$ cat src/sh_dec_pkg.sv
package sh_dec_pkg;

	localparam int INSTR_W    = 16;
	localparam int REG_NUM_W  = 5;	// Top bit selects special regs
	localparam int STEP_W     = 3;
	localparam int ALU_CODE_W = 4;
	localparam int CMP_W      = 3;
	localparam int MEM_SZ_W   = 2;	// Byte 0, word 1, long 2

	localparam logic [REG_NUM_W-1:0] REG_R0 = 5'd0;
	localparam logic [REG_NUM_W-1:0] REG_PR = 5'd16;	// Procedure register

	localparam logic [STEP_W-1:0] STEP_FIRST   = 3'd0;
	localparam logic [STEP_W-1:0] STEP_LAST_BR = 3'd1;	// Branch plus delay step

	localparam logic [MEM_SZ_W-1:0] MEM_SZ_LONG = 2'd2;

	// Logic unit codes
	localparam logic [ALU_CODE_W-1:0] ALU_CD_AND = 4'b0000;
	localparam logic [ALU_CODE_W-1:0] ALU_CD_XOR = 4'b0010;
	localparam logic [ALU_CODE_W-1:0] ALU_CD_OR  = 4'b0100;
	localparam logic [ALU_CODE_W-1:0] ALU_CD_NOT = 4'b0101;

	// Adder in compare mode with cmp as condition
	localparam logic [ALU_CODE_W-1:0] ALU_CD_CMP = 4'b0101;

	typedef enum logic [2:0] {
		ALU_NOP,
		ALU_ADD,
		ALU_LOG,
		ALU_SHIFT,
		ALU_EXT
	} alu_op_e;

	typedef enum logic [2:0] {
		IMM_ZERO,
		IMM_ONE,
		IMM_ZIMM4,	// Zero extended disp
		IMM_ZIMM8,
		IMM_SIMM8,
		IMM_SIMM12	// BRA/BSR target
	} imm_kind_e;

	typedef enum logic [1:0] {
		BR_NONE,
		BR_UCB,	// Unconditional
		BR_CB,	// Conditional
		BR_DCB	// Delayed conditional
	} branch_kind_e;

	typedef enum logic [1:0] {
		SEQ_IDLE,
		SEQ_RUN,
		SEQ_ACK
	} seq_state_e;

endpackage

$ cat src/sh_alu_dec.sv
`timescale 1ns/10ps

module sh_alu_dec
	import sh_dec_pkg::*;
(
	input  logic [INSTR_W-1:0]    cur_instr,
	input  logic [STEP_W-1:0]     step,
	input  logic                  step_valid,
	output alu_op_e               alu_op,
	output logic                  alu_sa,
	output logic                  alu_sb,
	output logic [ALU_CODE_W-1:0] alu_code,
	output logic [CMP_W-1:0]      alu_cmp,
	output logic                  t_write
);

	alu_op_e op;
	logic tw;
	logic first;

	assign first = (step == STEP_FIRST);

	always_comb begin
		op = ALU_NOP;
		{alu_sa, alu_sb} = 2'b00;
		alu_code = '0;
		alu_cmp = '0;
		tw = 1'b0;
		case (cur_instr[15:12])
			4'b0001, 4'b0111: begin	// Rn+disp, Rn+imm
				op = ALU_ADD;
				alu_sb = 1'b1;
			end
			4'b0010: begin
				case (cur_instr[3:0])
					4'b0000, 4'b0001, 4'b0010: begin	// Address is Rn+0
						op = ALU_ADD;
						alu_sb = 1'b1;
					end
					4'b1000: begin	// TST
						op = ALU_LOG;
						alu_code = ALU_CD_AND;
						tw = 1'b1;
					end
					4'b1001: begin
						op = ALU_LOG;
						alu_code = ALU_CD_AND;
					end
					4'b1010: begin
						op = ALU_LOG;
						alu_code = ALU_CD_XOR;
					end
					4'b1011: begin
						op = ALU_LOG;
						alu_code = ALU_CD_OR;
					end
					default: ;
				endcase
			end
			4'b0011: begin
				case (cur_instr[3:0])
					4'b0000, 4'b0010, 4'b0011, 4'b0110, 4'b0111: begin
						op = ALU_ADD;
						alu_code = ALU_CD_CMP;
						alu_cmp = cur_instr[2:0];
						tw = 1'b1;
					end
					4'b1000, 4'b1010, 4'b1100, 4'b1110: begin	// Bit 0 is subtract
						op = ALU_ADD;
						alu_code = {cur_instr[1:0], cur_instr[1] & ~cur_instr[0], ~cur_instr[2]};
						tw = cur_instr[1];	// With carry
					end
					default: ;
				endcase
			end
			4'b0100: begin
				case (cur_instr[7:0])
					8'h00, 8'h01, 8'h04, 8'h05, 8'h20, 8'h21: begin	// Single bit shifts into T
						op = ALU_SHIFT;
						alu_code = {1'b0, cur_instr[2], cur_instr[5], cur_instr[0]};
						tw = 1'b1;
					end
					8'h08, 8'h09, 8'h18, 8'h19, 8'h28, 8'h29: begin
						op = ALU_SHIFT;
						alu_code = {1'b1, cur_instr[5], cur_instr[4], cur_instr[0]};
					end
					8'h0b, 8'h2b: begin
						if (first) begin	// Target is Rm+0
							op = ALU_ADD;
							alu_sb = 1'b1;
						end
					end
					default: ;
				endcase
			end
			4'b0101: begin
				op = ALU_ADD;
				alu_sa = 1'b1;
			end
			4'b0110: begin
				case (cur_instr[3:0])
					4'b0000, 4'b0001, 4'b0010, 4'b0011: begin
						op = ALU_ADD;
						alu_sa = 1'b1;
					end
					4'b0111: begin	// 0|~Rm
						op = ALU_LOG;
						alu_sa = 1'b1;
						alu_code = ALU_CD_NOT;
					end
					4'b1010, 4'b1011: begin	// NEGC, NEG
						op = ALU_ADD;
						alu_sa = 1'b1;
						alu_code = {~cur_instr[0], 1'b0, ~cur_instr[0], 1'b1};
						tw = ~cur_instr[0];
					end
					4'b1000, 4'b1001, 4'b1100, 4'b1101, 4'b1110, 4'b1111: begin
						op = ALU_EXT;
						alu_code = {1'b0, cur_instr[2:0]};
					end
					default: ;
				endcase
			end
			4'b1000, 4'b1010, 4'b1011: begin
				if (first && (cur_instr[15:13] == 3'b101 || (cur_instr[11] && cur_instr[8]))) begin
					op = ALU_ADD;	// PC+disp
					alu_sa = 1'b1;
				end
			end
			4'b1100: begin
				if (cur_instr[11:10] == 2'b10) begin
					op = ALU_LOG;
					alu_sb = 1'b1;
					case (cur_instr[9:8])
						2'b10: alu_code = ALU_CD_XOR;
						2'b11: alu_code = ALU_CD_OR;
						default: alu_code = ALU_CD_AND;
					endcase
					tw = (cur_instr[9:8] == 2'b00);	// TST #imm,R0
				end
			end
			4'b1110: begin	// Immediate passes through
				alu_sb = 1'b1;
			end
			default: ;
		endcase
	end

	assign alu_op = step_valid ? op : ALU_NOP;
	assign t_write = step_valid & tw;

endmodule

$ cat src/sh_decode_top.sv
`timescale 1ns/10ps

module sh_decode_top
	import sh_dec_pkg::*;
(
	input  logic                  clk,
	input  logic                  rst_n,
	input  logic [INSTR_W-1:0]    instr,
	input  logic                  t_flag,
	input  logic                  instr_req,
	output logic                  instr_ack,
	output logic                  step_valid,
	output logic [STEP_W-1:0]     step,
	output logic [REG_NUM_W-1:0]  ra_num,
	output logic                  ra_read,
	output logic                  ra_write,
	output logic [REG_NUM_W-1:0]  rb_num,
	output logic                  rb_read,
	output logic                  rb_write,
	output imm_kind_e             imm_kind,
	output alu_op_e               alu_op,
	output logic                  alu_sa,
	output logic                  alu_sb,
	output logic [ALU_CODE_W-1:0] alu_code,
	output logic [CMP_W-1:0]      alu_cmp,
	output logic                  t_write,
	output logic                  mem_read,
	output logic                  mem_write,
	output logic [MEM_SZ_W-1:0]   mem_size,
	output logic                  pc_write,
	output branch_kind_e          branch_kind
);

	logic [INSTR_W-1:0] cur_instr;
	logic cur_t;
	logic [STEP_W-1:0] last_step;	// From flow decoder

	sh_step_seq u_seq (
		.clk        (clk),
		.rst_n      (rst_n),
		.instr_req  (instr_req),
		.instr      (instr),
		.t_flag     (t_flag),
		.last_step  (last_step),
		.instr_ack  (instr_ack),
		.step_valid (step_valid),
		.step       (step),
		.cur_instr  (cur_instr),
		.cur_t      (cur_t)
	);

	sh_operand_dec u_operand (
		.cur_instr  (cur_instr),
		.step       (step),
		.step_valid (step_valid),
		.ra_num     (ra_num),
		.ra_read    (ra_read),
		.ra_write   (ra_write),
		.rb_num     (rb_num),
		.rb_read    (rb_read),
		.rb_write   (rb_write),
		.imm_kind   (imm_kind)
	);

	sh_alu_dec u_alu (
		.cur_instr  (cur_instr),
		.step       (step),
		.step_valid (step_valid),
		.alu_op     (alu_op),
		.alu_sa     (alu_sa),
		.alu_sb     (alu_sb),
		.alu_code   (alu_code),
		.alu_cmp    (alu_cmp),
		.t_write    (t_write)
	);

	sh_flow_dec u_flow (
		.cur_instr   (cur_instr),
		.cur_t       (cur_t),
		.step        (step),
		.step_valid  (step_valid),
		.mem_read    (mem_read),
		.mem_write   (mem_write),
		.mem_size    (mem_size),
		.pc_write    (pc_write),
		.branch_kind (branch_kind),
		.last_step   (last_step)
	);

endmodule

$ cat src/sh_flow_dec.sv
`timescale 1ns/10ps

module sh_flow_dec
	import sh_dec_pkg::*;
(
	input  logic [INSTR_W-1:0]  cur_instr,
	input  logic                cur_t,
	input  logic [STEP_W-1:0]   step,
	input  logic                step_valid,
	output logic                mem_read,
	output logic                mem_write,
	output logic [MEM_SZ_W-1:0] mem_size,
	output logic                pc_write,
	output branch_kind_e        branch_kind,
	output logic [STEP_W-1:0]   last_step
);

	logic rd;
	logic wr;
	logic pcw;
	branch_kind_e br;
	logic first;
	logic taken;

	assign first = (step == STEP_FIRST);
	assign taken = (cur_t == ~cur_instr[9]);	// BT needs T=1, BF needs T=0

	always_comb begin
		rd = 1'b0;
		wr = 1'b0;
		mem_size = '0;
		pcw = 1'b0;
		br = BR_NONE;
		last_step = STEP_FIRST;
		case (cur_instr[15:12])
			4'b0000: begin
				if (cur_instr[11:0] == 12'h00b) begin	// RTS
					last_step = STEP_LAST_BR;
					pcw = first;
					br = first ? BR_UCB : BR_NONE;
				end
			end
			4'b0001: begin
				wr = 1'b1;
				mem_size = MEM_SZ_LONG;
			end
			4'b0010: begin
				if (cur_instr[3:2] == 2'b00 && cur_instr[1:0] != 2'b11) begin
					wr = 1'b1;
					mem_size = cur_instr[1:0];
				end
			end
			4'b0100: begin
				if (cur_instr[7:0] == 8'h0b || cur_instr[7:0] == 8'h2b) begin
					last_step = STEP_LAST_BR;
					pcw = first;
					br = first ? BR_UCB : BR_NONE;
				end
			end
			4'b0101: begin
				rd = 1'b1;
				mem_size = MEM_SZ_LONG;
			end
			4'b0110: begin
				if (cur_instr[3:2] == 2'b00 && cur_instr[1:0] != 2'b11) begin
					rd = 1'b1;
					mem_size = cur_instr[1:0];
				end
			end
			4'b1000: begin
				if (cur_instr[11] && cur_instr[8]) begin
					if (first) begin
						pcw = taken;
						br = cur_instr[10] ? BR_DCB : BR_CB;
						last_step = STEP_W'(taken);	// Not taken ends here
					end else begin
						last_step = STEP_LAST_BR;
					end
				end
			end
			4'b1010, 4'b1011: begin	// BRA, BSR
				last_step = STEP_LAST_BR;
				pcw = first;
				br = first ? BR_UCB : BR_NONE;
			end
			default: ;
		endcase
	end

	assign mem_read = step_valid & rd;
	assign mem_write = step_valid & wr;
	assign pc_write = step_valid & pcw;
	assign branch_kind = step_valid ? br : BR_NONE;

endmodule

$ cat src/sh_operand_dec.sv
`timescale 1ns/10ps

module sh_operand_dec
	import sh_dec_pkg::*;
(
	input  logic [INSTR_W-1:0]   cur_instr,
	input  logic [STEP_W-1:0]    step,
	input  logic                 step_valid,
	output logic [REG_NUM_W-1:0] ra_num,
	output logic                 ra_read,
	output logic                 ra_write,
	output logic [REG_NUM_W-1:0] rb_num,
	output logic                 rb_read,
	output logic                 rb_write,
	output imm_kind_e            imm_kind
);

	logic [REG_NUM_W-1:0] rn;
	logic [REG_NUM_W-1:0] rm;
	logic [3:0] en;	// A read, A write, B read, B write
	logic first;

	assign rn = {1'b0, cur_instr[11:8]};
	assign rm = {1'b0, cur_instr[7:4]};
	assign first = (step == STEP_FIRST);

	always_comb begin
		ra_num = rn;
		rb_num = rm;
		en = 4'b0000;
		imm_kind = IMM_ZERO;
		case (cur_instr[15:12])
			4'b0000: begin
				if (cur_instr[11:0] == 12'h00b && first) begin	// RTS
					rb_num = REG_PR;
					en = 4'b0010;
				end
			end
			4'b0001: begin	// MOV.L Rm,@(disp,Rn)
				en = 4'b1010;
				imm_kind = IMM_ZIMM4;
			end
			4'b0010: begin
				case (cur_instr[3:0])
					4'b0000, 4'b0001, 4'b0010, 4'b1000: en = 4'b1010;	// Stores, TST
					4'b1001, 4'b1010, 4'b1011: en = 4'b1110;
					default: ;
				endcase
			end
			4'b0011: begin
				case (cur_instr[3:0])
					4'b0000, 4'b0010, 4'b0011, 4'b0110, 4'b0111: en = 4'b1010;	// CMP/xx
					4'b1000, 4'b1010, 4'b1100, 4'b1110: en = 4'b1110;
					default: ;
				endcase
			end
			4'b0100: begin
				case (cur_instr[7:0])
					8'h00, 8'h01, 8'h04, 8'h05, 8'h20, 8'h21,
					8'h08, 8'h09, 8'h18, 8'h19, 8'h28, 8'h29: en = 4'b1100;	// Shifts
					8'h0b, 8'h2b: begin	// JSR, JMP
						if (first) begin
							rb_num = REG_PR;
							en = {3'b100, ~cur_instr[5]};
						end
					end
					default: ;
				endcase
			end
			4'b0101: begin	// MOV.L @(disp,Rm),Rn
				en = 4'b0110;
				imm_kind = IMM_ZIMM4;
			end
			4'b0110: begin
				case (cur_instr[3:0])
					4'b0100, 4'b0101, 4'b0110: ;	// No post-increment
					default: en = 4'b0110;
				endcase
			end
			4'b0111: begin	// ADD #imm,Rn
				en = 4'b1100;
				imm_kind = IMM_SIMM8;
			end
			4'b1000: begin
				if (cur_instr[11] && cur_instr[8] && first) begin	// BT/BF family
					imm_kind = IMM_SIMM8;
				end
			end
			4'b1010, 4'b1011: begin	// BRA, BSR
				if (first) begin
					rb_num = REG_PR;
					en = {3'b000, cur_instr[12]};
					imm_kind = IMM_SIMM12;
				end
			end
			4'b1100: begin
				if (cur_instr[11:10] == 2'b10) begin	// TST/AND/XOR/OR #imm,R0
					ra_num = REG_R0;
					en = {1'b1, |cur_instr[9:8], 2'b00};
					imm_kind = IMM_ZIMM8;
				end
			end
			4'b1110: begin	// MOV #imm,Rn
				en = 4'b0100;
				imm_kind = IMM_SIMM8;
			end
			default: ;
		endcase
	end

	assign {ra_read, ra_write, rb_read, rb_write} = step_valid ? en : 4'b0000;

endmodule

$ cat src/sh_step_seq.sv
`timescale 1ns/10ps

module sh_step_seq
	import sh_dec_pkg::*;
(
	input  logic               clk,
	input  logic               rst_n,
	input  logic               instr_req,
	input  logic [INSTR_W-1:0] instr,
	input  logic               t_flag,
	input  logic [STEP_W-1:0]  last_step,
	output logic               instr_ack,
	output logic               step_valid,
	output logic [STEP_W-1:0]  step,
	output logic [INSTR_W-1:0] cur_instr,
	output logic               cur_t
);

	seq_state_e state;
	seq_state_e state_nxt;
	logic [STEP_W-1:0] step_nxt;
	logic accept;

	assign accept = (state == SEQ_IDLE) && instr_req;
	assign step_valid = (state == SEQ_RUN);
	assign instr_ack = (state == SEQ_ACK);

	always_comb begin
		state_nxt = state;
		step_nxt = step;
		case (state)
			SEQ_IDLE: begin
				if (instr_req) begin
					state_nxt = SEQ_RUN;
					step_nxt = STEP_FIRST;
				end
			end
			SEQ_RUN: begin
				if (step >= last_step) begin	// Final step this cycle
					state_nxt = SEQ_ACK;
				end else begin
					step_nxt = step + STEP_W'(1);
				end
			end
			SEQ_ACK: begin
				if (!instr_req) begin	// Ack drops one cycle later
					state_nxt = SEQ_IDLE;
				end
			end
			default: begin
				state_nxt = SEQ_IDLE;
			end
		endcase
	end

	always_ff @(posedge clk or negedge rst_n) begin
		if (!rst_n) begin
			state <= SEQ_IDLE;
			step <= STEP_FIRST;
		end else begin
			state <= state_nxt;
			step <= step_nxt;
		end
	end

	// Instruction and T are held for the whole sequence
	always_ff @(posedge clk) begin
		if (accept) begin
			cur_instr <= instr;
			cur_t <= t_flag;
		end
	end

endmodule

$ cat config.mk
export PLATFORM = sky130hd
export DESIGN_NAME = sh_decode_top
export DESIGN_NICKNAME = d
export VERILOG_FILES = /design/src/sh_dec_pkg.sv /design/src/sh_alu_dec.sv /design/src/sh_decode_top.sv /design/src/sh_flow_dec.sv /design/src/sh_operand_dec.sv /design/src/sh_step_seq.sv
export SDC_FILE = /design/constraint.sdc
export NUM_CORES = 1
export LEC_CHECK = 0
export BUFFER_PORTS_ARGS = -buffer_cell sky130_fd_sc_hd__buf_2
export CAP_MARGIN = 30
export CORE_UTILIZATION = 53
export DETAILED_ROUTE_END_ITERATION = 6
export PLACE_DENSITY_LB_ADDON = 0.1
export SLEW_MARGIN = 20
export SYNTH_ARGS = -nofsm -noshare
export SYNTH_HDL_FRONTEND = slang
export SYNTH_HIERARCHICAL = 1
export SYNTH_SLANG_ARGS = --single-unit
$ cat constraint.sdc
create_clock -name clk -period 2.7 [get_ports clk]
set_clock_uncertainty 0.2 [all_clocks]
set_input_delay 0.135 -clock clk [delete_from_list [all_inputs] [get_ports clk]]
set_output_delay 0.135 -clock clk [all_outputs]
set_load 0.01 [all_outputs]
# ---- Word-level counts from Yosys, hierarchy flattened
# Index checks and enable logic that the tools add are counted.
dict set report classes {
  shift 0
  n_div 0
  n_mux 82
  n_bitwise 9
  mul 0
  magnitude_cmp 1
  eq_ne 53
  n_reduce_logical 42
  n_addsub 1
}
# cell count
set ops {}
lappend ops {{$eq 4x4->1 const B} 13}
lappend ops {{$pmux 4 s11} 1}
lappend ops {{$eq 8x6->1 const B} 5}
lappend ops {{$pmux 4 s2} 5}
lappend ops {{$eq 4x3->1 const B} 8}
lappend ops {{$mux 3} 9}
lappend ops {{$eq 8x4->1 const B} 3}
lappend ops {{$mux 1} 24}
lappend ops {{$mux 2} 12}
lappend ops {{$pmux 3 s2} 4}
lappend ops {{$reduce_or 6->1} 4}
lappend ops {{$pmux 3 s7} 1}
lappend ops {{$mux 4} 5}
lappend ops {{$mux 5} 4}
lappend ops {{$pmux 4 s5} 1}
lappend ops {{$reduce_or 3->1} 6}
lappend ops {{$eq 4x2->1 const B} 4}
lappend ops {{$eq 8x3->1 const B} 2}
lappend ops {{$eq 8x5->1 const B} 2}
lappend ops {{$pmux 3 s5} 1}
lappend ops {{$pmux 5 s3} 1}
lappend ops {{$reduce_or 2->1} 7}
lappend ops {{$eq 12x4->1 const B} 1}
lappend ops {{$pmux 3 s4} 1}
lappend ops {{other kinds (33)} 64}
dict set report totals {
  word_cells 192
  mem_bits_rw 0
  latch_bits 0
  in_bits 20
  output_inout_bits 42
  mem_bits_ro 0
  reg_bits 22
  memories 0
}

# ---- Longest topological paths before layout
dict set report depth {
  depth_word 8
  mapped_depth 9
  ltp_nobuf 9
}

# ---- Hierarchy
# The synthesis kept the hierarchy.
# module area_per_inst_um2 n_inst seq_area_each_um2 cells_per_inst
set by_module_without_submodules {}
lappend by_module_without_submodules {sh_step_seq 850.8 1 635.6 48}
lappend by_module_without_submodules {sh_alu_dec 608.1 1 0.0 95}
lappend by_module_without_submodules {sh_operand_dec 516.7 1 0.0 80}
lappend by_module_without_submodules {sh_flow_dec 225.2 1 0.0 35}

# ---- Least setup slack after synthesis
# No wires, ideal clock.
dict set report synth_path {
  path_kind {register to register}
  startpoint {reg u_seq.cur_instr[8]}
  endpoint {reg u_seq.step[2]}
  setup_ns 0.118
  period_less_slack_ns 2.485
  t_required_ns 2.382
  path_slack_ns 0.215
  stages_incl_launch_ff 10
  t_arrival_ns 2.167
  path_buffers 0
  path_cell_list {edfxtp_1 or4_4 o21ai_2 nand4_2 nand2_1 ha_1 nor2b_4 o211ai_4 mux2i_1 a21o_1}
}
dict set report synth_via {
  elab_chain_len 6
  word_cells_on_any_way 8
  classes_between {1 x order compare; 2 x eq/ne; 3 x mux; 2 x reduce/logical}
}
# item line
set synth_rtl {}
lappend synth_rtl {{start, declared} sh_step_seq.sv:15} ;# output logic [INSTR_W-1:0] cur_instr,
lappend synth_rtl {{start signal, assigned} sh_step_seq.sv:69} ;# cur_instr <= instr;
lappend synth_rtl {{$eq 12x4->1 or $logic_and 1x1->1 (tied branches)} {sh_flow_dec.sv:37, sh_flow_dec.sv:71}}
lappend synth_rtl {{$mux 1 or $mux 3 (tied branches)} {sh_flow_dec.sv:37, sh_flow_dec.sv:71}}
lappend synth_rtl {{$pmux 3 s4 (*)} sh_flow_dec.sv:35} ;# case (cur_instr[15:12])
lappend synth_rtl {{net last_step[0]} sh_decode_top.sv:36} ;# logic [STEP_W-1:0] last_step;
lappend synth_rtl {{$ge 3x3->1 (*)} sh_step_seq.sv:39} ;# if (step >= last_step) begin
lappend synth_rtl {{$ne 2x2->1 (no source line) (*)} -}
lappend synth_rtl {{$reduce_and 3->1 (no source line) (*)} -}
lappend synth_rtl {{end signal, assigned} sh_step_seq.sv:62} ;# step <= step_nxt;
lappend synth_rtl {{end, declared} sh_step_seq.sv:14} ;# output logic [STEP_W-1:0] step,
# The timed path passes the listed nets; every way through them passes the cells marked *.
# A chain may end at the register's enable or synchronous reset.

# ---- Worst setup path in the final report
dict set report layout_path {
  startpoint {reg u_seq.cur_instr[15]}
  endpoint {out t_write}
}
dict set report layout_via {
  elab_chain_len 3
  word_cells_on_any_way 7
  classes_between {5 x eq/ne; 1 x mux; 1 x bitwise}
}
# item line
set layout_rtl {}
lappend layout_rtl {{$eq 4x4->1 (tied with other cells)} sh_alu_dec.sv:29} ;# case (cur_instr[15:12])
lappend layout_rtl {{$pmux 1 s5 (*)} sh_alu_dec.sv:29}
lappend layout_rtl {{$and 1x1->1 (*)} sh_alu_dec.sv:150} ;# assign t_write = step_valid & tw;
lappend layout_rtl {{end, declared} sh_decode_top.sv:26} ;# output logic t_write,
# Mark *: on every way between the ends. The rest lies on a longest branch, timed or not.

==> reports/metrics.csv <==
metric;value;unit
outcome;complete, no violations;
drt-initial-drc-count;360;
core.rowCount;23;
finalWorstSetupSlack;87.5;ps
cts_root_buf;clkbuf_8;
synthTopCellsByCount;nand2_1, edfxtp_1, nor2_1;
tightest_slew;502;ps
yosysUniqueCellTypes;69;
pwr-share-comb;0.616;
path_clk_slew;70;ps
hold_ws;16.7;ps
floorplan.initialDensity;0.550;
yosysTopAreaCell;edfxtp_1;
synth.top_cell.area_share;0.232;
portBuffers;60;
io_pins;62;
grt_max_degree;21;
yosys_register_bits;22;
pwr-share-seq;0.289;
utilization;0.720;
multi_input_area;1430;um2
clockPowerShare;0.094;
hold_viol;0;
cts_tree;yes;
layout-drive-gt1-share;0.301;
grt_usage;0.299;
ant_nets;0;
crit_path_max_fanout;10;
p_sw_frac;0.457;
drc;0;
totalWireLength;6470;um
cp-start-kind;register;
end_kind;output port;
grt_pass1_wl;10100;um
path_class;register to output port;
fillers;310;
async_flop_share;0.227;
dr.pass1.iters;4;
gr-total-overflow;0;
period_share;0.968;
wire_per_inst;16.2;um
drt-vias-per-instance;6.03;
fin_nets;374;
p_switching;0.925;mW
grt_antenna_before_repair;0;
vdd_drop_max;0.000715;V
register_area;636;um2
die_x;66.4;um
maxSlewViolCount;0;
grt_pass1_vias;2160;
pre_cts_slack;231;ps
tns;0;ps
p_leak;1.28;nW
avgSynthCellArea;8.53;um2
clock_latency;250;ps
cpPeakStageDelay;620;ps
p_per_area;703;nW/um2
arrival;2280;ps
rsz0062_at_grt;false;
synth_most_common_cell;nand2_1;
crit_chain;or4b_4 > or3_1 > o31a_1 > a31oi_1 > buf_2;
synthToLayoutAreaGrowth;30.8;%
synth_warnings;6;
vias;2407;
post-route-min-period;2610;ps
maxCapViolations;0;
max_slew_margin;0.665;
cts_sinks;22;
cts_max_level;1;
gp_congestion;0.866;
cts_buffers;3;
syn_inst;258;
intPower;1.10;mW
clock.fmax;0.383;GHz
syn-cell-area;2200;um2
synth_edf_count;17;
antenna_cells;0;
synthFlopType;edfxtp_1;
worst_ep_required_time;2370;ps
die_h;66.4;um
core_area;4000;um2
yosysSeqAreaShare;0.289;
setup_viol;0;
synth_area_leaders;edfxtp_1, dfrtp_1, nand2_1, a21oi_1, nand2b_1;
dp_hpwl;4320;um
cts.path.max_buffers;2;
die_area;4410;um2
crit_slowest_cell;or4b_4;
min_path_type;input port to async pin;
==> placed cells by master (no fill, tap or decap), types with 6 or more instances in the layout <==
cell	count
buf_2	60
buf_4	22
nand2_1	20
dlygate4sd3_1	19
edfxtp_1	17
nor2_1	16
a21oi_1	14
inv_1	13
nor3_1	12
nand2b_1	10
o21ai_0	9
nand3_1	8
nor2b_1	8
a31oi_1	6
and2_1	6
==> layout make-up <==
type                    instances  area share
multi-input cells             209       0.497
repair buffers                101       0.228
flip-flops and latches         22       0.221
well taps                      50      0.0217
inverters                      13      0.0169
clock buffers                   3      0.0143
clock inverters                 1     0.00130
==> critical path, delay by kind of cell (launching register included) <==
family,cells,cell delay [ps]
buf+inv,1,160
flops,1,560
compound gates,2,300
simple gates,2,1020
==> power by group through the flow <==
stage	sequential, mW	clock (mW)	combinational (mW)
6_report	0.585	0.191	1.25
3_5_place_dp	0.588	0	1.20
3_3_place_gp	0.580	0	1.18
2_1_floorplan	0.645	0	0.739
5_1_grt	0.595	0.211	1.36
4_1_cts	0.580	0.194	1.22
==> flip-flops by register name, summed over array words and instances (netlist names) <==
signal / count
u_seq/cur_instr: 16
u_seq/cur_t: 1
u_seq/state: 2
u_seq/step: 3
==> path summary, 6_finish.rpt <==
| path | from | to | slack, ps | cells past startpoint |
|---|---|---|---|---|
| setup / recovery | u_seq/cur_instr[15]$_DFFE_PP_ | t_write | 90 | 5 |
| hold / removal | rst_n | u_seq/state[0]$_DFFE_PN0P_ | 20 | 2 |
| setup reg to reg | u_seq/cur_instr[10]$_DFFE_PP_ | u_seq/step[2]$_DFFE_PN0P_ | 230 | 9 |
| hold reg to reg | u_seq/state[0]$_DFFE_PN0P_ | u_seq/state[1]$_DFFE_PN0P_ | 420 | 2 |
| max in group asynchronous | rst_n | u_seq/step[1]$_DFFE_PN0P_ | 2160 | 2 |
| min in group clk | instr[13] | u_seq/cur_instr[13]$_DFFE_PP_ | 390 | 2 |
==> cells by family (layout without fill, tap and decap cells) <==
family | Yosys count | in the layout | synth area share
other cells | 2 | 3 | 0.00341
xor+xnor | 3 | 3 | 0.0119
fa+ha+maj | 4 | 4 | 0.0227
buf+inv | 28 | 118 | 0.0654
compound gates | 66 | 66 | 0.219
simple gates | 128 | 128 | 0.366
flops | 22 | 22 | 0.289
mux | 5 | 5 | 0.0233
==> metrics by stage <==
step | area [um2] | cells | total power [mW]
after floorplan | 2200 | 259 | 1.38
after global placement | 2640 | 376 | 1.76
after detailed placement | 2640 | 376 | 1.79
after CTS | 2870 | 399 | 2.00
after global routing | 2880 | 399 | 2.17
final | 2880 | 399 | 2.02
==> metal layers <==
metal	global-route usage	wire [um]	up-vias
met5	0	0	-
met4	0.0559	70	0
met3	0.0259	333	8
met2	0.523	3090	93
met1	0.401	2980	1140
li1	-	-	1166
==> what timing repair did <==
item / in CTS / in global routing
buffers inserted: 0 / 0
hold endpoints to repair: 23 / 0
hold buffers: 19 / 0
endpoints found under the setup margin: 0 / 5
resized for setup: 0 / 1
Note: power is estimated with default switching activity, not from simulation.
